==> config.mk <==
export PLATFORM = sky130hd
export DESIGN_NAME = FirDecimatorTop
export DESIGN_NICKNAME = d
export VERILOG_FILES = /design/src/FirTypesPkg.sv /design/src/FirCoeffPkg.sv /design/src/SampleWindow.sv /design/src/DaLut.sv /design/src/LutBank.sv /design/src/AdderTree.sv /design/src/FirOutputStage.sv /design/src/FirDecimatorTop.sv
export SDC_FILE = /design/constraint.sdc
export NUM_CORES = 1
export LEC_CHECK = 0
export ABC_AREA = 1
export BUFFER_PORTS_ARGS = -buffer_cell sky130_fd_sc_hd__buf_2
export CORE_ASPECT_RATIO = 2
export CORE_MARGIN = 2
export CORE_UTILIZATION = 30
export CTS_BUF_LIST = sky130_fd_sc_hd__clkbuf_16
export DETAILED_ROUTE_END_ITERATION = 12
export GPL_TIMING_DRIVEN = 0
export PLACE_DENSITY = 0.45
export REMOVE_ABC_BUFFERS = 1
export SYNTH_ARGS = -nofsm -noshare
export SYNTH_HDL_FRONTEND = slang
export SYNTH_SLANG_ARGS = --single-unit
==> constraint.sdc <==
create_clock -name clkDS -period 3.02 [get_ports clkDS]
set_input_delay 0.604 -clock clkDS [delete_from_list [all_inputs] [get_ports clkDS]]
set_output_delay 0.604 -clock clkDS [all_outputs]
set_load 0.01 [all_outputs]
==> src/FirTypesPkg.sv <==
package FirTypesPkg;

    // Fraction bits of coefficients and partial sums
    localparam int MantW = 14;
    // Accumulator with headroom for 32 taps
    localparam int AccW = 18;
    localparam int OutW = 14;

    typedef logic signed [AccW-1:0] acc_t;
    typedef logic [OutW-1:0] out_t;

    // One word moving through the adder tree
    typedef struct packed {
        acc_t sum;
        logic valid;
    } treeBeat_t;

    typedef enum logic {
        wsFilling,
        wsFull
    } fillState_e;

    // Tables needed to cover a window half
    function automatic int lutCount(input int bits, input int lutSize);
        return (bits + lutSize - 1) / lutSize;
    endfunction

endpackage

==> src/FirCoeffPkg.sv <==
package FirCoeffPkg;

    import FirTypesPkg::*;

    localparam int MaxTaps = 32;

    // Lookahead taps scaled by 2**MantW
    localparam acc_t hb [MaxTaps] = '{
        2400, 2210, 1985, 1730, 1460, 1190,  935,  705,
         508,  347,  221,  128,   63,   21,   -4,  -17,
         -22,  -23,  -20,  -16,  -12,   -9,   -6,   -3,
           2,    5,    7,    8,    9,   10,   11,   12
    };

    // Lookback taps with the same scaling
    localparam acc_t hf [MaxTaps] = '{
        2530, 2320, 2075, 1805, 1525, 1245,  980,  740,
         536,  366,  233,  135,   67,   24,   -8,  -19,
         -25,  -26,  -21,  -18,  -13,  -10,   -7,   -5,
           1,    3,    4,    6,   13,   14,   15,   16
    };

    // Tail taps are kept small so that the full sum stays inside acc_t
    // even with 32 taps on both sides. The first eight on each side
    // together exceed the output range, so saturation can occur with
    // the default window.

endpackage

==> src/SampleWindow.sv <==
`timescale 1ns/100ps

module SampleWindow import FirTypesPkg::*; #(
    parameter int Osr = 4,
    parameter int Lookahead = 8,
    parameter int Lookback = 8
) (
    input  logic                 clkDS,
    input  logic                 rst,
    input  logic [Osr-1:0]       frame,
    output logic [Lookahead-1:0] aheadBits,
    output logic [Lookback-1:0]  backBits,
    output logic                 windowFull
);

    localparam int Total = Lookahead + Lookback;
    localparam int FillFrames = (Total + Osr - 1) / Osr;
    localparam int CntW = $clog2(FillFrames + 1);

    logic [Total-1:0] window;
    logic [CntW-1:0]  frameCount;
    fillState_e       state;

    // Newest frame enters at index 0, oldest bits fall off the top
    always_ff @(posedge clkDS) begin
        if (!rst) begin
            window <= '0;
        end else begin
            window <= Total'({window, frame});
        end
    end

    always_ff @(posedge clkDS) begin
        if (!rst) begin
            state <= wsFilling;
            frameCount <= '0;
        end else if (state == wsFilling) begin
            if (frameCount == CntW'(FillFrames - 1)) begin
                state <= wsFull;
            end else begin
                frameCount <= frameCount + 1'b1;
            end
        end
    end

    assign windowFull = (state == wsFull);

    // Lookahead half is read back to front
    for (genvar i = 0; i < Lookahead; i++) begin : genAhead
        assign aheadBits[i] = window[Lookahead-1-i];
    end

    assign backBits = window[Total-1:Lookahead];

endmodule

==> src/DaLut.sv <==
`timescale 1ns/100ps

module DaLut import FirTypesPkg::*; #(
    parameter int Size = 4,
    parameter acc_t [Size-1:0] Coeffs = '0
) (
    input  logic [Size-1:0] sel,
    output acc_t            result
);

    localparam int Entries = 2 ** Size;

    // Entry idx holds the sum of the taps whose bit is set in idx
    function automatic acc_t [Entries-1:0] buildTable();
        acc_t [Entries-1:0] tbl;
        acc_t sum;
        for (int idx = 0; idx < Entries; idx++) begin
            sum = '0;
            for (int b = 0; b < Size; b++) begin
                if (idx[b]) begin
                    sum = sum + acc_t'(Coeffs[b]);
                end
            end
            tbl[idx] = sum;
        end
        return tbl;
    endfunction

    localparam acc_t [Entries-1:0] SumTable = buildTable();

    assign result = SumTable[sel];

endmodule

==> src/LutBank.sv <==
`timescale 1ns/100ps

module LutBank import FirTypesPkg::*, FirCoeffPkg::*; #(
    parameter int Lookahead = 8,
    parameter int Lookback = 8,
    parameter int LutSize = 4,
    parameter int NumLuts = 4
) (
    input  logic [Lookahead-1:0] aheadBits,
    input  logic [Lookback-1:0]  backBits,
    output acc_t [NumLuts-1:0]   lutSums
);

    localparam int AheadLuts = lutCount(Lookahead, LutSize);
    localparam int BackLuts = lutCount(Lookback, LutSize);

    // Taps base..base+LutSize-1 from hb or hf with zeros past the table end
    function automatic acc_t [LutSize-1:0] coeffSlice(input logic ahead, input int base);
        acc_t [LutSize-1:0] slice;
        for (int k = 0; k < LutSize; k++) begin
            if (base + k >= MaxTaps) begin
                slice[k] = '0;
            end else if (ahead) begin
                slice[k] = hb[base+k];
            end else begin
                slice[k] = hf[base+k];
            end
        end
        return slice;
    endfunction

    for (genvar s = 0; s < AheadLuts; s++) begin : genAhead
        localparam int Base = s * LutSize;
        localparam int Width = (Lookahead - Base < LutSize) ? Lookahead - Base : LutSize;
        localparam acc_t [LutSize-1:0] Slice = coeffSlice(1'b1, Base);
        DaLut #(.Size(Width), .Coeffs(Slice[Width-1:0])) uLut (
            .sel    (aheadBits[Base +: Width]),
            .result (lutSums[s])
        );
    end

    // Lookback tables follow the lookahead ones
    for (genvar s = 0; s < BackLuts; s++) begin : genBack
        localparam int Base = s * LutSize;
        localparam int Width = (Lookback - Base < LutSize) ? Lookback - Base : LutSize;
        localparam acc_t [LutSize-1:0] Slice = coeffSlice(1'b0, Base);
        DaLut #(.Size(Width), .Coeffs(Slice[Width-1:0])) uLut (
            .sel    (backBits[Base +: Width]),
            .result (lutSums[AheadLuts+s])
        );
    end

endmodule

==> src/AdderTree.sv <==
`timescale 1ns/100ps

module AdderTree import FirTypesPkg::*; #(
    parameter int NumLuts = 4
) (
    input  logic               clkDS,
    input  logic               rst,
    input  acc_t [NumLuts-1:0] lutSums,
    input  logic               inValid,
    output treeBeat_t          beatOut
);

    localparam int AdderLayers = $clog2(NumLuts);

    // Number of elements at a tree level counted from the LUTs at level 0
    function automatic int nodeCount(input int level);
        int n;
        n = NumLuts;
        for (int k = 0; k < level; k++) begin
            n = (n + 1) / 2;
        end
        return n;
    endfunction

    for (genvar l = 0; l < AdderLayers; l++) begin : genLayer
        localparam int InCnt = nodeCount(l);
        localparam int OutCnt = nodeCount(l + 1);

        treeBeat_t [InCnt-1:0]  src;
        treeBeat_t [OutCnt-1:0] nxt;
        treeBeat_t [OutCnt-1:0] beats;

        if (l == 0) begin : genFirst
            // Tag each LUT result with the window state
            for (genvar n = 0; n < InCnt; n++) begin : genTag
                assign src[n].sum = lutSums[n];
                assign src[n].valid = inValid;
            end
        end else begin : genNext
            assign src = genLayer[l-1].beats;
        end

        for (genvar n = 0; n < OutCnt; n++) begin : genNode
            if (2 * n + 1 < InCnt) begin : genAdd
                assign nxt[n].sum = src[2*n].sum + src[2*n+1].sum;
                assign nxt[n].valid = src[2*n].valid & src[2*n+1].valid;
            end else begin : genPass
                // Odd leftover is only delayed
                assign nxt[n] = src[2*n];
            end
        end

        always_ff @(posedge clkDS) begin
            if (!rst) begin
                beats <= '0;
            end else begin
                beats <= nxt;
            end
        end
    end

    assign beatOut = genLayer[AdderLayers-1].beats[0];

endmodule

==> src/FirOutputStage.sv <==
`timescale 1ns/100ps

module FirOutputStage import FirTypesPkg::*; (
    input  logic      clkDS,
    input  logic      rst,
    input  treeBeat_t beatIn,
    output out_t      out,
    output logic      valid
);

    // Drop the fraction bits that do not fit the output word
    localparam int Shift = MantW - (OutW - 1);
    localparam acc_t MaxOut = acc_t'(2 ** (OutW - 1) - 1);
    localparam acc_t MinOut = acc_t'(-(2 ** (OutW - 1)));

    acc_t                   scaled;
    logic signed [OutW-1:0] clipped;
    out_t                   offsetWord;

    always_comb begin
        scaled = beatIn.sum >>> Shift;
        if (scaled > MaxOut) begin
            clipped = MaxOut[OutW-1:0];
        end else if (scaled < MinOut) begin
            clipped = MinOut[OutW-1:0];
        end else begin
            clipped = scaled[OutW-1:0];
        end
        // Two's complement to offset binary
        offsetWord = {~clipped[OutW-1], clipped[OutW-2:0]};
    end

    always_ff @(posedge clkDS) begin
        if (!rst) begin
            out <= '0;
            valid <= 1'b0;
        end else begin
            out <= offsetWord;
            valid <= beatIn.valid;
        end
    end

endmodule

==> src/FirDecimatorTop.sv <==
`timescale 1ns/100ps

module FirDecimatorTop import FirTypesPkg::*; #(
    parameter int Osr = 4,
    parameter int Lookahead = 8,
    parameter int Lookback = 8,
    parameter int LutSize = 4
) (
    input  logic           clkDS,
    input  logic           rst,
    input  logic [Osr-1:0] frame,
    output out_t           out,
    output logic           valid
);

    localparam int NumLuts = lutCount(Lookahead, LutSize) + lutCount(Lookback, LutSize);

    logic [Lookahead-1:0] aheadBits;
    logic [Lookback-1:0]  backBits;
    logic                 windowFull;
    acc_t [NumLuts-1:0]   lutSums;
    treeBeat_t            treeOut;

    SampleWindow #(.Osr(Osr), .Lookahead(Lookahead), .Lookback(Lookback)) uWindow (
        .clkDS      (clkDS),
        .rst        (rst),
        .frame      (frame),
        .aheadBits  (aheadBits),
        .backBits   (backBits),
        .windowFull (windowFull)
    );

    LutBank #(
        .Lookahead (Lookahead),
        .Lookback  (Lookback),
        .LutSize   (LutSize),
        .NumLuts   (NumLuts)
    ) uLuts (
        .aheadBits (aheadBits),
        .backBits  (backBits),
        .lutSums   (lutSums)
    );

    AdderTree #(.NumLuts(NumLuts)) uTree (
        .clkDS   (clkDS),
        .rst     (rst),
        .lutSums (lutSums),
        .inValid (windowFull),
        .beatOut (treeOut)
    );

    FirOutputStage uOutput (
        .clkDS  (clkDS),
        .rst    (rst),
        .beatIn (treeOut),
        .out    (out),
        .valid  (valid)
    );

endmodule

# ---- Yosys cells after proc, flatten, opt, wreduce, memory -nomap -nowiden
# Memory sizes are Yosys's and may differ from the RTL's. A register that Yosys moved wholly into a read port is not among the register bits.
# Index checks and enable logic that the tools add are counted.
dict set report word_totals {
  regBits 91
  latch_bits 0
  mem_bits_rw 0
  mem_bits_ro 1152
  input_bits 6
  out_inout_bits 15
  elab_cells 41
  mem_count 4
}
# memory words width read_ports rd_ports_with_merged_regs wr line
set mem_list {}
lappend mem_list {{(name not given)} 16 18 1 1 0 DaLut.sv:31} ;# assign result = SumTable[sel];
lappend mem_list {{(name not given)} 16 18 1 1 0 DaLut.sv:31}
lappend mem_list {{(name not given)} 16 18 1 1 0 DaLut.sv:31}
lappend mem_list {{(name not given)} 16 18 1 1 0 DaLut.sv:31}
dict set report op_classes {
  n_addsub 4
  n_mul 0
  n_div 0
  n_lt_le_gt_ge 6
  eq_ne 1
  shift 0
  n_mux 12
  n_bitwise 3
  reduce_logical 1
}
# op n
set ops {}
lappend ops {{$mux W18} 4}
lappend ops {{$add A18 B18 Y18} 3}
lappend ops {{$mux W14} 2}
lappend ops {{$lt A4 B5 Y1 const B} 4}
lappend ops {{$gt A17 B14 Y1 const B} 1}
lappend ops {{$lt A17 B14 Y1 const B} 1}
lappend ops {{$mux W4} 4}
lappend ops {{$add A3 B1 Y3 const B} 1}
lappend ops {{$eq A3 B2 Y1 const B} 1}
lappend ops {{$not A1 Y1} 3}
lappend ops {{$mux W1} 2}
lappend ops {{$reduce_and A2 Y1} 1}

# ---- Depth between registers and ports, before layout
# Gate-level depths: netlist of run 1.
dict set report depth {
  ltp_word 4
  ltp_mapped 12
  ltp_nobuf 10
}

# ---- Cells and area by module
# Synthesis of run 1 repeated with hierarchy kept, for this count alone.
dict set report unflattened {
  cells_unflattened 1115
  hier_area_um2 7094.3
}
# mod n_inst cells_per_inst area_each_um2 seq_area_each_um2
set modules_own_cells {}
lappend modules_own_cells {AdderTree 1 682 4272.8 1121.1}
lappend modules_own_cells {SampleWindow 1 73 629.4 400.4}
lappend modules_own_cells {FirOutputStage 1 56 524.3 300.3}
lappend modules_own_cells {{DaLut at uLuts.genAhead[1].uLut} 1 80 457.9 0.0}
lappend modules_own_cells {{DaLut at uLuts.genBack[1].uLut} 1 80 429.2 0.0}
lappend modules_own_cells {{DaLut at uLuts.genAhead[0].uLut} 1 77 414.1 0.0}
lappend modules_own_cells {{DaLut at uLuts.genBack[0].uLut} 1 67 366.6 0.0}

# ---- Worst setup path after synthesis of run 1
# OpenSTA, ideal clock, no wires.
dict set report synth_path {
  kind {input to register}
  startpoint {in rst}
  endpoint {reg uLuts.genBack[1].uLut.result[10] (netlist name)}
  t_arrival_ns 2.024
  t_required_ns 2.895
  slack_ns 0.871
  cell_stages 9
  path_buffers 4
  cell_sequence {buf_6 buf_8 buf_6 buf_4 nand2_1 ha_1 or2_2 o32ai_1 a21oi_1}
}
# item line
set synth_rtl {}
lappend synth_rtl {{start: declaration} FirDecimatorTop.sv:10} ;# input logic rst,

==> impl_results.md, run 1 <==
* Status: finished clean
* Cell area after layout at 7550 sq um
* Mapped Area at 6660 sq um
* Vias per inst at 4.46
* Setup CP Type: input pin to register
* Final setup vio count at 0
* Post-CTS Setup Bufs at 0
* Asr flop ratio synth at 0%
* Sequential share of the synthesized area at 38.8%
* #FFs+latches synth at 129
* R2R Setup Slk at 1.11 ns
* Worst Skew at 0.00812 ns
* Vias in the first global route at 5,557
* Distinct cells, synth at 41
* Max Buffers Root-to-Sink at 2
* DR vias at 5,511
* Post-Place Worst Slack at -0.340 ns
* Resize count post-CTS at 0
* Cells on worst reg2reg path at 7
* CTS tree: built
* Worst R2R Start: uLuts.genBack[0].uLut.result[0]
* Endpoint with the worst hold slack: uLuts.genAhead[1].uLut.result[2]
* P_leak at 4.05 nW
* Hold path start: frame[0]
* Relative slew margins at 32.9%
* Syn avg cell area at 7.18 sq um
* Crit path DAT at 2.64 ns
* Slew Viols, Final at 0
* Fillcell total at 2,371
* Layout area overhead at 13.5%
* Final Wtd Congestion at 0.888
* WHS Path Cells at 2
* Die area at 23,500 sq um
* Die Span Y at 215 um
* Global-route wire length before repair at 26,800 um
* Worst Setup End Kind: register
* H-tree level count at 4
* Least-Margin Pin Slew at 1.00 ns
* Residual DRC at 0
* Die X at 109 um
* HP Class: input pin to register
* Initial Utilization at 30.3%
* Post-synth EDFFs at 0
* RSZ-0062 raised after global routing: no
* Row count at 77
* GRT Util Overall at 15.3%
* Required @ worst endpoint at 3.36 ns
* Core area at 22,000 sq um
* CP max FO at 61
* Final worst slack at 0.719 ns
* Pwr Total at 4.42 mW
* Peak supply drop at 520 uV
* Maximum clock frequency at 435 MHz
* Hold Fails Final Rpt at 0
* Routed WL per cell at 13.4 um
* Worst-Skew Late Latency at 0.43 ns
* Overflow after GRT at 0
* Num ports at 21
* Clock-pin slew on the worst setup and hold paths at 0.05 ns
* R2R Path End: uTree.genLayer[0].beats[28]
* Routed Antenna Nets at 0
* Period utilisation layout at 76.2%
* Layout cells sized above 1 at 6.45%
* # port buffers at 20
* Clk sink count at 129
* Routed wire length at 16,600 um
* Largest net degree at the start of global routing at 62
* Synth warnings at 0
* Crit path time final at 2.30 ns
* Number of diodes at 0
* Initial antenna violation count at 0
* First-pass detailed-route iteration total at 4
* Maxcap violations at 0
* CP Launch Type: input pin
* Initial DRC count at 226
* Dominant synthesized flop cell: dfxtp_1
* Post-detail-place hpwl at 13,200 um
* Clock root cell: clkbuf_16
* Num CTS Buffers at 17
* P per Cell Area at 585 nW/um^2
* Util after Layout at 34.4%
* # hold bufs at CTS at 0
* Worst hold margin at 0.408 ns
* Synth Instances at 927
* Cell area after placement at 6980 sq um
* Layout Nets at 1,027
## worst max path at each step
| stage | from | end | slack [ns] | depth (start not counted) |
|---|---|---|---|---|
| 6_report | rst | uLuts.genBack[1].uLut.result[2] | 0.72 | 6 |
| 5_1_grt | rst | uLuts.genAhead[0].uLut.result[12] | 0.54 | 7 |
| 4_1_cts | rst | uLuts.genAhead[0].uLut.result[12] | 0.11 | 7 |
| 3_5_place_dp | rst | uLuts.genAhead[0].uLut.result[12] | -0.34 | 7 |
| 3_3_place_gp | rst | uLuts.genAhead[0].uLut.result[12] | -0.38 | 7 |
| 2_1_floorplan | rst | uLuts.genAhead[0].uLut.result[7] | 1.40 | 5 |
## critical path, cell delays in order
cell and delay [ns]:
buf_4 0.60, nand2_1 0.25, ha_1 0.44, or2_2 0.35, nand2_1 0.09, xor2_1 0.22
## flip-flops by register name, indices dropped and copies added, names as in the netlist
signal,count
uWindow.windowFull,1
uTree.beatOut,16
uWindow.frameCount,3
uOutput.out,14
uWindow.window,12
uOutput.valid,1
uLuts.genAhead.uLut.result,25
uLuts.genBack.uLut.result,26
uTree.genLayer.beats,31
## cells in the mapped netlist (2+ instances only)
library cell  number  share of area [%]
nand2_4            4               0.68
inv_1            153                8.6
buf_2              5               0.38
ha_1              68                 13
a22oi_1            3               0.34
clkbuf_1           2               0.11
o21ai_1            2               0.15
o21a_1             2               0.23
nor2_1            97                5.5
nor3_1             4               0.30
or2_2              2               0.19
buf_4              4               0.45
o21ai_0           46                3.5
fa_1               3               0.90
nand4_1            2               0.19
dfxtp_1          129                 39
o22ai_1            4               0.38
nand3b_1           3               0.34
nand3_1           35                2.6
nand2_1          255                 14
and2_1             4               0.38
inv_2              3               0.17
a31oi_1            5               0.47
nand2_2            5               0.47
buf_6              4               0.68
a32oi_1            2               0.26
a21oi_1           67                5.0
## layout by cell type (no fill, tap or decap), types with 3 or more instances in the layout
master     synthesis  routed
o22ai_1            4       4
a21oi_1           67      67
fa_1               3       3
nor2_1            97      97
nand3_1           35      35
clkinv_1           1       4
buf_2              5      19
and2_1             4       4
nand2_1          255     255
clkbuf_16          0      17
a22oi_1            3       3
ha_1              68      68
dfxtp_1          129     129
inv_2              3       3
o21ai_0           46      46
nand2_4            4       4
bufinv_16          0       3
inv_1            153     154
nor3_1             4       4
a31oi_1            5       5
nand2_2            5       5
nand3b_1           3       3
## report_power, final
group / switching, mW / internal [mW] / leakage, nW
logic: 0.339 / 0.180 / 2.72
clock network: 0.738 / 1.27 / 0.278
registers: 0.0528 / 1.84 / 1.06
total: 1.13 / 3.29 / 4.05
## area by class of cell
class | count | area [sq um] | area share [%]
multi-input combinational | 625 | 3360 | 44.5
sequential | 129 | 2580 | 34.2
inverter | 157 | 589 | 7.80
clock buffer | 17 | 425 | 5.63
tap | 276 | 345 | 4.57
clock inverter | 13 | 148 | 1.95
timing repair buffer | 20 | 103 | 1.36
## per-layer routing
metal / GRT usage [%] / wire, um / vias up
met2: 31.9 / 10100 / 62
li1: - / - / 2948
met3: 3.22 / 312 / 36
met4: 8.82 / 748 / 0
met5: 0 / 0 / -
met1: 11.9 / 5470 / 2465
## through the flow
step	TNS [ns]	instances
2_1_floorplan	0	911
3_3_place_gp	-3.29	1207
3_5_place_dp	-2.96	1207
4_1_cts	0	1237
5_1_grt	0	1237
6_report	0	1237
## cell families after synthesis
family | after synthesis | share of synthesized area (%)
flip-flops | 129 | 38.8
XOR/XNOR | 1 | 0.132
AO/OA/AOI/OAI | 138 | 11.2
buffers and inverters | 173 | 10.7
AND/OR/NAND/NOR | 414 | 25.3
adder cells (fa/ha/maj) | 71 | 13.7
multiplexers | 1 | 0.169
Power figures use the tool's default switching activity.
==> inputs of run 2 (changes only) <==
==> constraint.sdc (replaced) <==
create_clock -name clkDS -period 2.3 [get_ports clkDS]
set_input_delay 0.46 -clock clkDS [delete_from_list [all_inputs] [get_ports clkDS]]
set_output_delay 0.46 -clock clkDS [all_outputs]
set_load 0.01 [all_outputs]
==> run 2 against run 1 <==
  * Sequential share of layout area barely moved
  * Design area about the same
  * Final cell count stayed put
  * Setup slack worse by 0.37 ns
  * Register-to-register slack got worse by 0.72 ns
  * Critical path type unchanged
  * Largest cell class unchanged
==> impl_results.md, run 2 (synthesized netlist as in run 1, its figures left out) <==
* Routed Antenna Nets at 0
* Worst hold margin at 0.263 ns
* Worst Skew at 0.00812 ns
* CP max FO at 61
* Initial antenna violation count at 0
* Vias per inst at 4.46
* Initial Utilization at 30.3%
* Clk sink count at 129
* Worst Setup End Kind: register
* Commonest non-fill, non-tap cell in the layout: nand2_1
* Initial DRC count at 227
* Relative slew margins at 32.9%
* First-pass detailed-route iteration total at 4
* Post-CTS Setup Bufs at 0
* Setup CP Type: input pin to register
* CP peak stage delay at 0.43 ns
* # port buffers at 20
* Overflow after GRT at 0
* Num ports at 21
* Area of the multi-input gates at 3360 sq um
* Layout Nets at 1,027
* Layout cells sized above 1 at 6.45%
* Hold Fails Final Rpt at 0
* Peak supply drop at 683 uV
* Required @ worst endpoint at 2.64 ns
* H-tree level count at 4
* Routed WL per cell at 13.4 um
* CTS tree: built
* Crit path cell chain: buf_6 -> nand2_1 -> ha_1 -> or2_2 -> nand2_1 -> xor2_1
* WHS Path Cells at 2
* Period utilisation layout at 84.6%
* Post-Place Worst Slack at -0.916 ns
* Crit path DAT at 2.28 ns
* Final Wtd Congestion at 0.888
* CP Launch Type: input pin
* DR vias at 5,511
* Largest net degree at the start of global routing at 62
* Num CTS Buffers at 17
* Max Buffers Root-to-Sink at 2
* Most frequent cells in the layout: 255 x nand2_1, 154 x inv_1, 129 x dfxtp_1
* Status: finished clean
* Most frequent CP cell: nand2_1
* # hold bufs at CTS at 0
* P per Cell Area at 767 nW/um^2
* Residual DRC at 0
* Maximum clock frequency at 514 MHz
* Core area at 22,000 sq um
* Least-Margin Pin Slew at 1.00 ns
* Crit path time final at 1.95 ns
* Layout area overhead at 13.6%
* Largest Register: uTree.genLayer.beats
* Clock-pin slew on the worst setup and hold paths at 0.05 ns
* Worst-Skew Late Latency at 0.43 ns
* Routed wire length at 16,600 um
* Resize count post-CTS at 1
* Die X at 109 um
* Cells on worst reg2reg path at 7
* Row count at 77
* P_leak at 4.06 nW
* Slew Viols, Final at 0
* Final setup vio count at 0
* Die Span Y at 215 um
* FF/Latch Area at 2580 sq um
* Number of diodes at 0
* RSZ-0062 raised after global routing: no
* Setup_tns at 0 ns
* Vias in the first global route at 5,557
* Final worst slack at 0.353 ns
* Die area at 23,500 sq um
* Maxcap violations at 0
* Pwr Total at 5.80 mW
* Critical-path top delay cell: buf_6
* Clock root cell: clkbuf_16
* GRT Util Overall at 15.3%
* Global-route wire length before repair at 26,800 um
* Fillcell total at 2,372
* HP Class: input pin to register
* Max reg flops at 31
* Post-detail-place hpwl at 13,200 um
-- run 2: final timing paths --
kind	from	endpoint	slack, ns
setup reg to reg	uLuts.genBack[0].uLut.result[0]	uTree.genLayer[0].beats[28]	0.39
hold / removal	frame[0]	uLuts.genAhead[1].uLut.result[2]	0.26
setup / recovery	rst	uLuts.genBack[1].uLut.result[2]	0.35
hold reg to reg	uTree.beatOut[0]	uOutput.valid	0.42
-- run 2: layer usage --
metal	wire length, um	track usage (%)
met1	5480	11.9
met2	10100	31.9
met3	305	3.22
met4	748	8.82
met5	0	0
-- run 2: critical path, delay by kind of cell --
family / cells / cell delay [ns]
adders and majority gates: 1 / 0.43
and+or+nand+nor: 3 / 0.67
xor gates and xnor gates: 1 / 0.22
buffers and inverters: 1 / 0.43
-- run 2: per-stage QoR --
| step | instances | area [sq um] | utilization, % |
|---|---|---|---|
| after global placement | 1207 | 6980 | 31.8 |
| final | 1237 | 7560 | 34.4 |
| after CTS | 1237 | 7550 | 34.4 |
| after global routing | 1237 | 7560 | 34.4 |
| after detailed placement | 1207 | 6980 | 31.8 |
| after floorplan | 911 | 6530 | - |
-- run 2: power breakdown --
part | switching [mW] | total (mW) | internal (mW)
combinational | 0.445 | 0.683 | 0.238
clock | 0.969 | 2.64 | 1.67
sequential | 0.0693 | 2.48 | 2.41
-- run 2: area by class of cell --
type | instances | area share [%]
multi-input cells | 625 | 44.5
well taps | 276 | 4.57
flip-flops and latches | 129 | 34.2
inverters | 157 | 7.80
repair buffers | 20 | 1.41
clock inverters | 13 | 1.95
clock buffers | 17 | 5.63
==> inputs of run 3 (changes only) <==
--- a/config.mk
+++ b/config.mk
@@ -5,7 +5,7 @@
 export SDC_FILE = /design/constraint.sdc
 export NUM_CORES = 1
 export LEC_CHECK = 0
-export ABC_AREA = 1
+export ABC_AREA = 0
 export BUFFER_PORTS_ARGS = -buffer_cell sky130_fd_sc_hd__buf_2
 export CORE_ASPECT_RATIO = 2
 export CORE_MARGIN = 2
==> constraint.sdc (replaced) <==
create_clock -name clkDS -period 2 [get_ports clkDS]
set_input_delay 0.4 -clock clkDS [delete_from_list [all_inputs] [get_ports clkDS]]
set_output_delay 0.4 -clock clkDS [all_outputs]
set_load 0.01 [all_outputs]
==> run 3 against run 2 <==
  * Setup slack got worse by 0.39 ns
  * Critical path depth increased by 3
  * Wire length decreased by 11%
  * Register-to-register slack got worse by 0.43 ns
  * Design area decreased by 0.61%
  * Global-route usage decreased by 1.3 points
  * Combinational power increased by 27%
  * Total power increased by 18%
  * Flip-flop and latch count unchanged
  * Clock power increased by 17%
  * The run now ends with setup timing left
  * Sequential share of layout area increased by 0.24 points
  * Clock skew decreased by 0.0029 ns
==> impl_results.md, run 3 <==
* # port buffers at 20
* Layout Cells excl Fill at 1,015
* Distinct cells, synth at 53
* Residual DRC at 0
* Initial Utilization at 30.6%
* Num ports at 21
* Asr flop ratio synth at 0%
* Hold Fails Final Rpt at 0
* Sequential share of the synthesized area at 41.2%
* Max reg flops at 31
* Synth top area cells: dfxtp_1 41%, ha_1 14%, nor2_1 4.6%, a21oi_1 4.4%, nand2_1 4.2%
* Worst-Skew Late Latency at 0.42 ns
* Cell area after layout at 7510 sq um
* Synth Instances at 714
* Final Wtd Congestion at 0.812
* Worst Setup End Kind: register
* Routed Antenna Nets at 0
* Slew Viols, Final at 0
* Cell area after placement at 6630 sq um
* Max Buffers Root-to-Sink at 2
* Layout area overhead at 19.8%
* CP Launch Type: register
* Peak supply drop at 451 uV
* CP peak stage delay at 0.34 ns
* Period utilisation layout at 102%
* H-tree level count at 4
* DR vias at 4,893
* Final worst slack at -0.0380 ns
* Clock-pin slew on the worst setup and hold paths at 0.06 ns
* P per Cell Area at 910 nW/um^2
* Global-route wire length before repair at 24,100 um
* Dominant synthesized flop cell: dfxtp_1
* Commonest non-fill, non-tap cell in the layout: dfxtp_1
* Util after Layout at 36.7%
* Overflow after GRT at 0
* R2R Setup Slk at -0.04 ns
* Status: complete, but fails checks
* Critical-path top delay cell: fa_2
* Routed wire length at 14,800 um
* Post-synth EDFFs at 0
* Vias in the first global route at 5,072
* Final setup vio count at 2
* Largest net degree at the start of global routing at 67
* Least-Margin Pin Slew at 0.524 ns
* Core area at 20,500 sq um
* Die area at 22,100 sq um
* Synth warnings at 0
* Hold path start: frame[3]
* Worst Skew at 0.00527 ns
* Layout cells sized above 1 at 14.4%
* Pwr Total at 6.84 mW
* Number of diodes at 0
* HP Class: input pin to register
* Failing checks: setup timing
* GRT Util Overall at 14.1%
* Num CTS Buffers at 17
* #FFs+latches synth at 129
* Crit path DAT at 2.34 ns
* Initial DRC count at 238
* Layout Nets at 813
* CTS tree: built
* Setup CP Type: register to register
* Required @ worst endpoint at 2.30 ns
* Vias per inst at 4.82
* Worst R2R Start: uLuts.genBack[0].uLut.result[0]
* Dominant cell type by area after synthesis: dfxtp_1
* Placed insts at 977
* Worst hold margin at 0.245 ns
* First-pass detailed-route iteration total at 4
* Crit path launch: uLuts.genBack[0].uLut.result[0]
* Syn avg cell area at 8.78 sq um
* Synth cell count leaders: 129 x dfxtp_1, 77 x nor2_1, 71 x nand2_1
* Most frequent cells in the layout: 127 x dfxtp_1, 77 x nor2_1, 71 x nand2_1
* Die X at 106 um
* CP max FO at 2
* P_leak at 3.35 nW
* Mapped Area at 6270 sq um
* Row count at 74
* Post-detail-place hpwl at 11,100 um
* Maximum clock frequency at 491 MHz
* Clk sink count at 129
* Die Span Y at 208 um
* Routed WL per cell at 14.6 um
* Top cell type's share of synthesized area at 41.2%
* Most common cell in the netlist: dfxtp_1
* Crit path cell chain: ha_4 -> fa_2 -> a211o_1 -> a21oi_2 -> buf_4 -> buf_6 -> o21bai_4 -> xnor2_2 -> nor2_1
* Maxcap violations at 0
* Crit path time final at 2.04 ns
* Relative slew margins at 64.7%
* RSZ-0062 raised after global routing: yes
* Clock root cell: clkbuf_16
* Largest Register: uTree.genLayer.beats
* Initial antenna violation count at 0
[run 3: where the power goes]
| group | internal (mW) | switching, mW | leakage (nW) |
|---|---|---|---|
| combinational | 0.363 | 0.504 | 1.99 |
| clock | 1.95 | 1.15 | 0.296 |
| sequential | 2.77 | 0.105 | 1.06 |
[run 3: layout make-up]
| type | instances | area [sq um] |
|---|---|---|
| tap | 266 | 333 |
| clock buffer | 17 | 425 |
| sequential | 129 | 2580 |
| timing repair buffer | 27 | 175 |
| fill | 2044 | 13000 |
| multi-input combinational | 518 | 3660 |
| inverter | 43 | 166 |
| clock inverter | 15 | 169 |
[run 3: kinds of logic (layout without fill, tap and decap cells)]
group	count (synthesis)	count (layout)	share of synthesized area, %
fa+ha+maj	71	71	14.5
mux	19	19	3.27
flops	129	129	41.2
buf+inv	67	102	4.07
xor+xnor	25	25	3.49
simple gates	230	230	16.6
compound gates	173	173	16.9
[run 3: worst max-delay path: cells and delay by family (launching register included)]
kind,cells,cell delay (ns)
AO/OA/AOI/OAI,3,0.63
adder cells (fa/ha/maj),2,0.50
flip-flops,1,0.33
buffers and inverters,2,0.27
XOR/XNOR,1,0.15
AND/OR/NAND/NOR,1,0.05
[run 3: timing repair]
action	4_1_cts	5_1_grt
hold endpoints to repair	0	0
resized for setup	23	30
pin swaps	9	12
buffers inserted	5	1
setup endpoints to repair	64	19
hold buffers	0	0
[run 3: path summary, 6_finish.rpt]
check,end,cells after the start
setup reg to reg,uTree.genLayer[0].beats[26],9
hold / removal,uLuts.genAhead[1].uLut.result[2],2
hold reg to reg,uOutput.valid,1
setup / recovery,uTree.genLayer[0].beats[26],9
[run 3: metal layers]
metal | vias to the layer above | part of all wire (%) | GRT usage [%]
li1 | 2501 | - | -
met1 | 2276 | 34 | 11.5
met2 | 89 | 60 | 28.8
met3 | 27 | 2.8 | 3.41
met4 | 0 | 3.7 | 8.03
met5 | - | 0 | 0
[run 3: through the flow]
stage               worst slack [ns]   TNS, ns
CTS                          -0.0464   -0.0741
global placement               -2.53   -141.12
floorplan                   -0.00784  -0.00784
global route                 -0.0991    -0.259
detailed placement            -0.997    -50.56
finish                       -0.0380   -0.0741
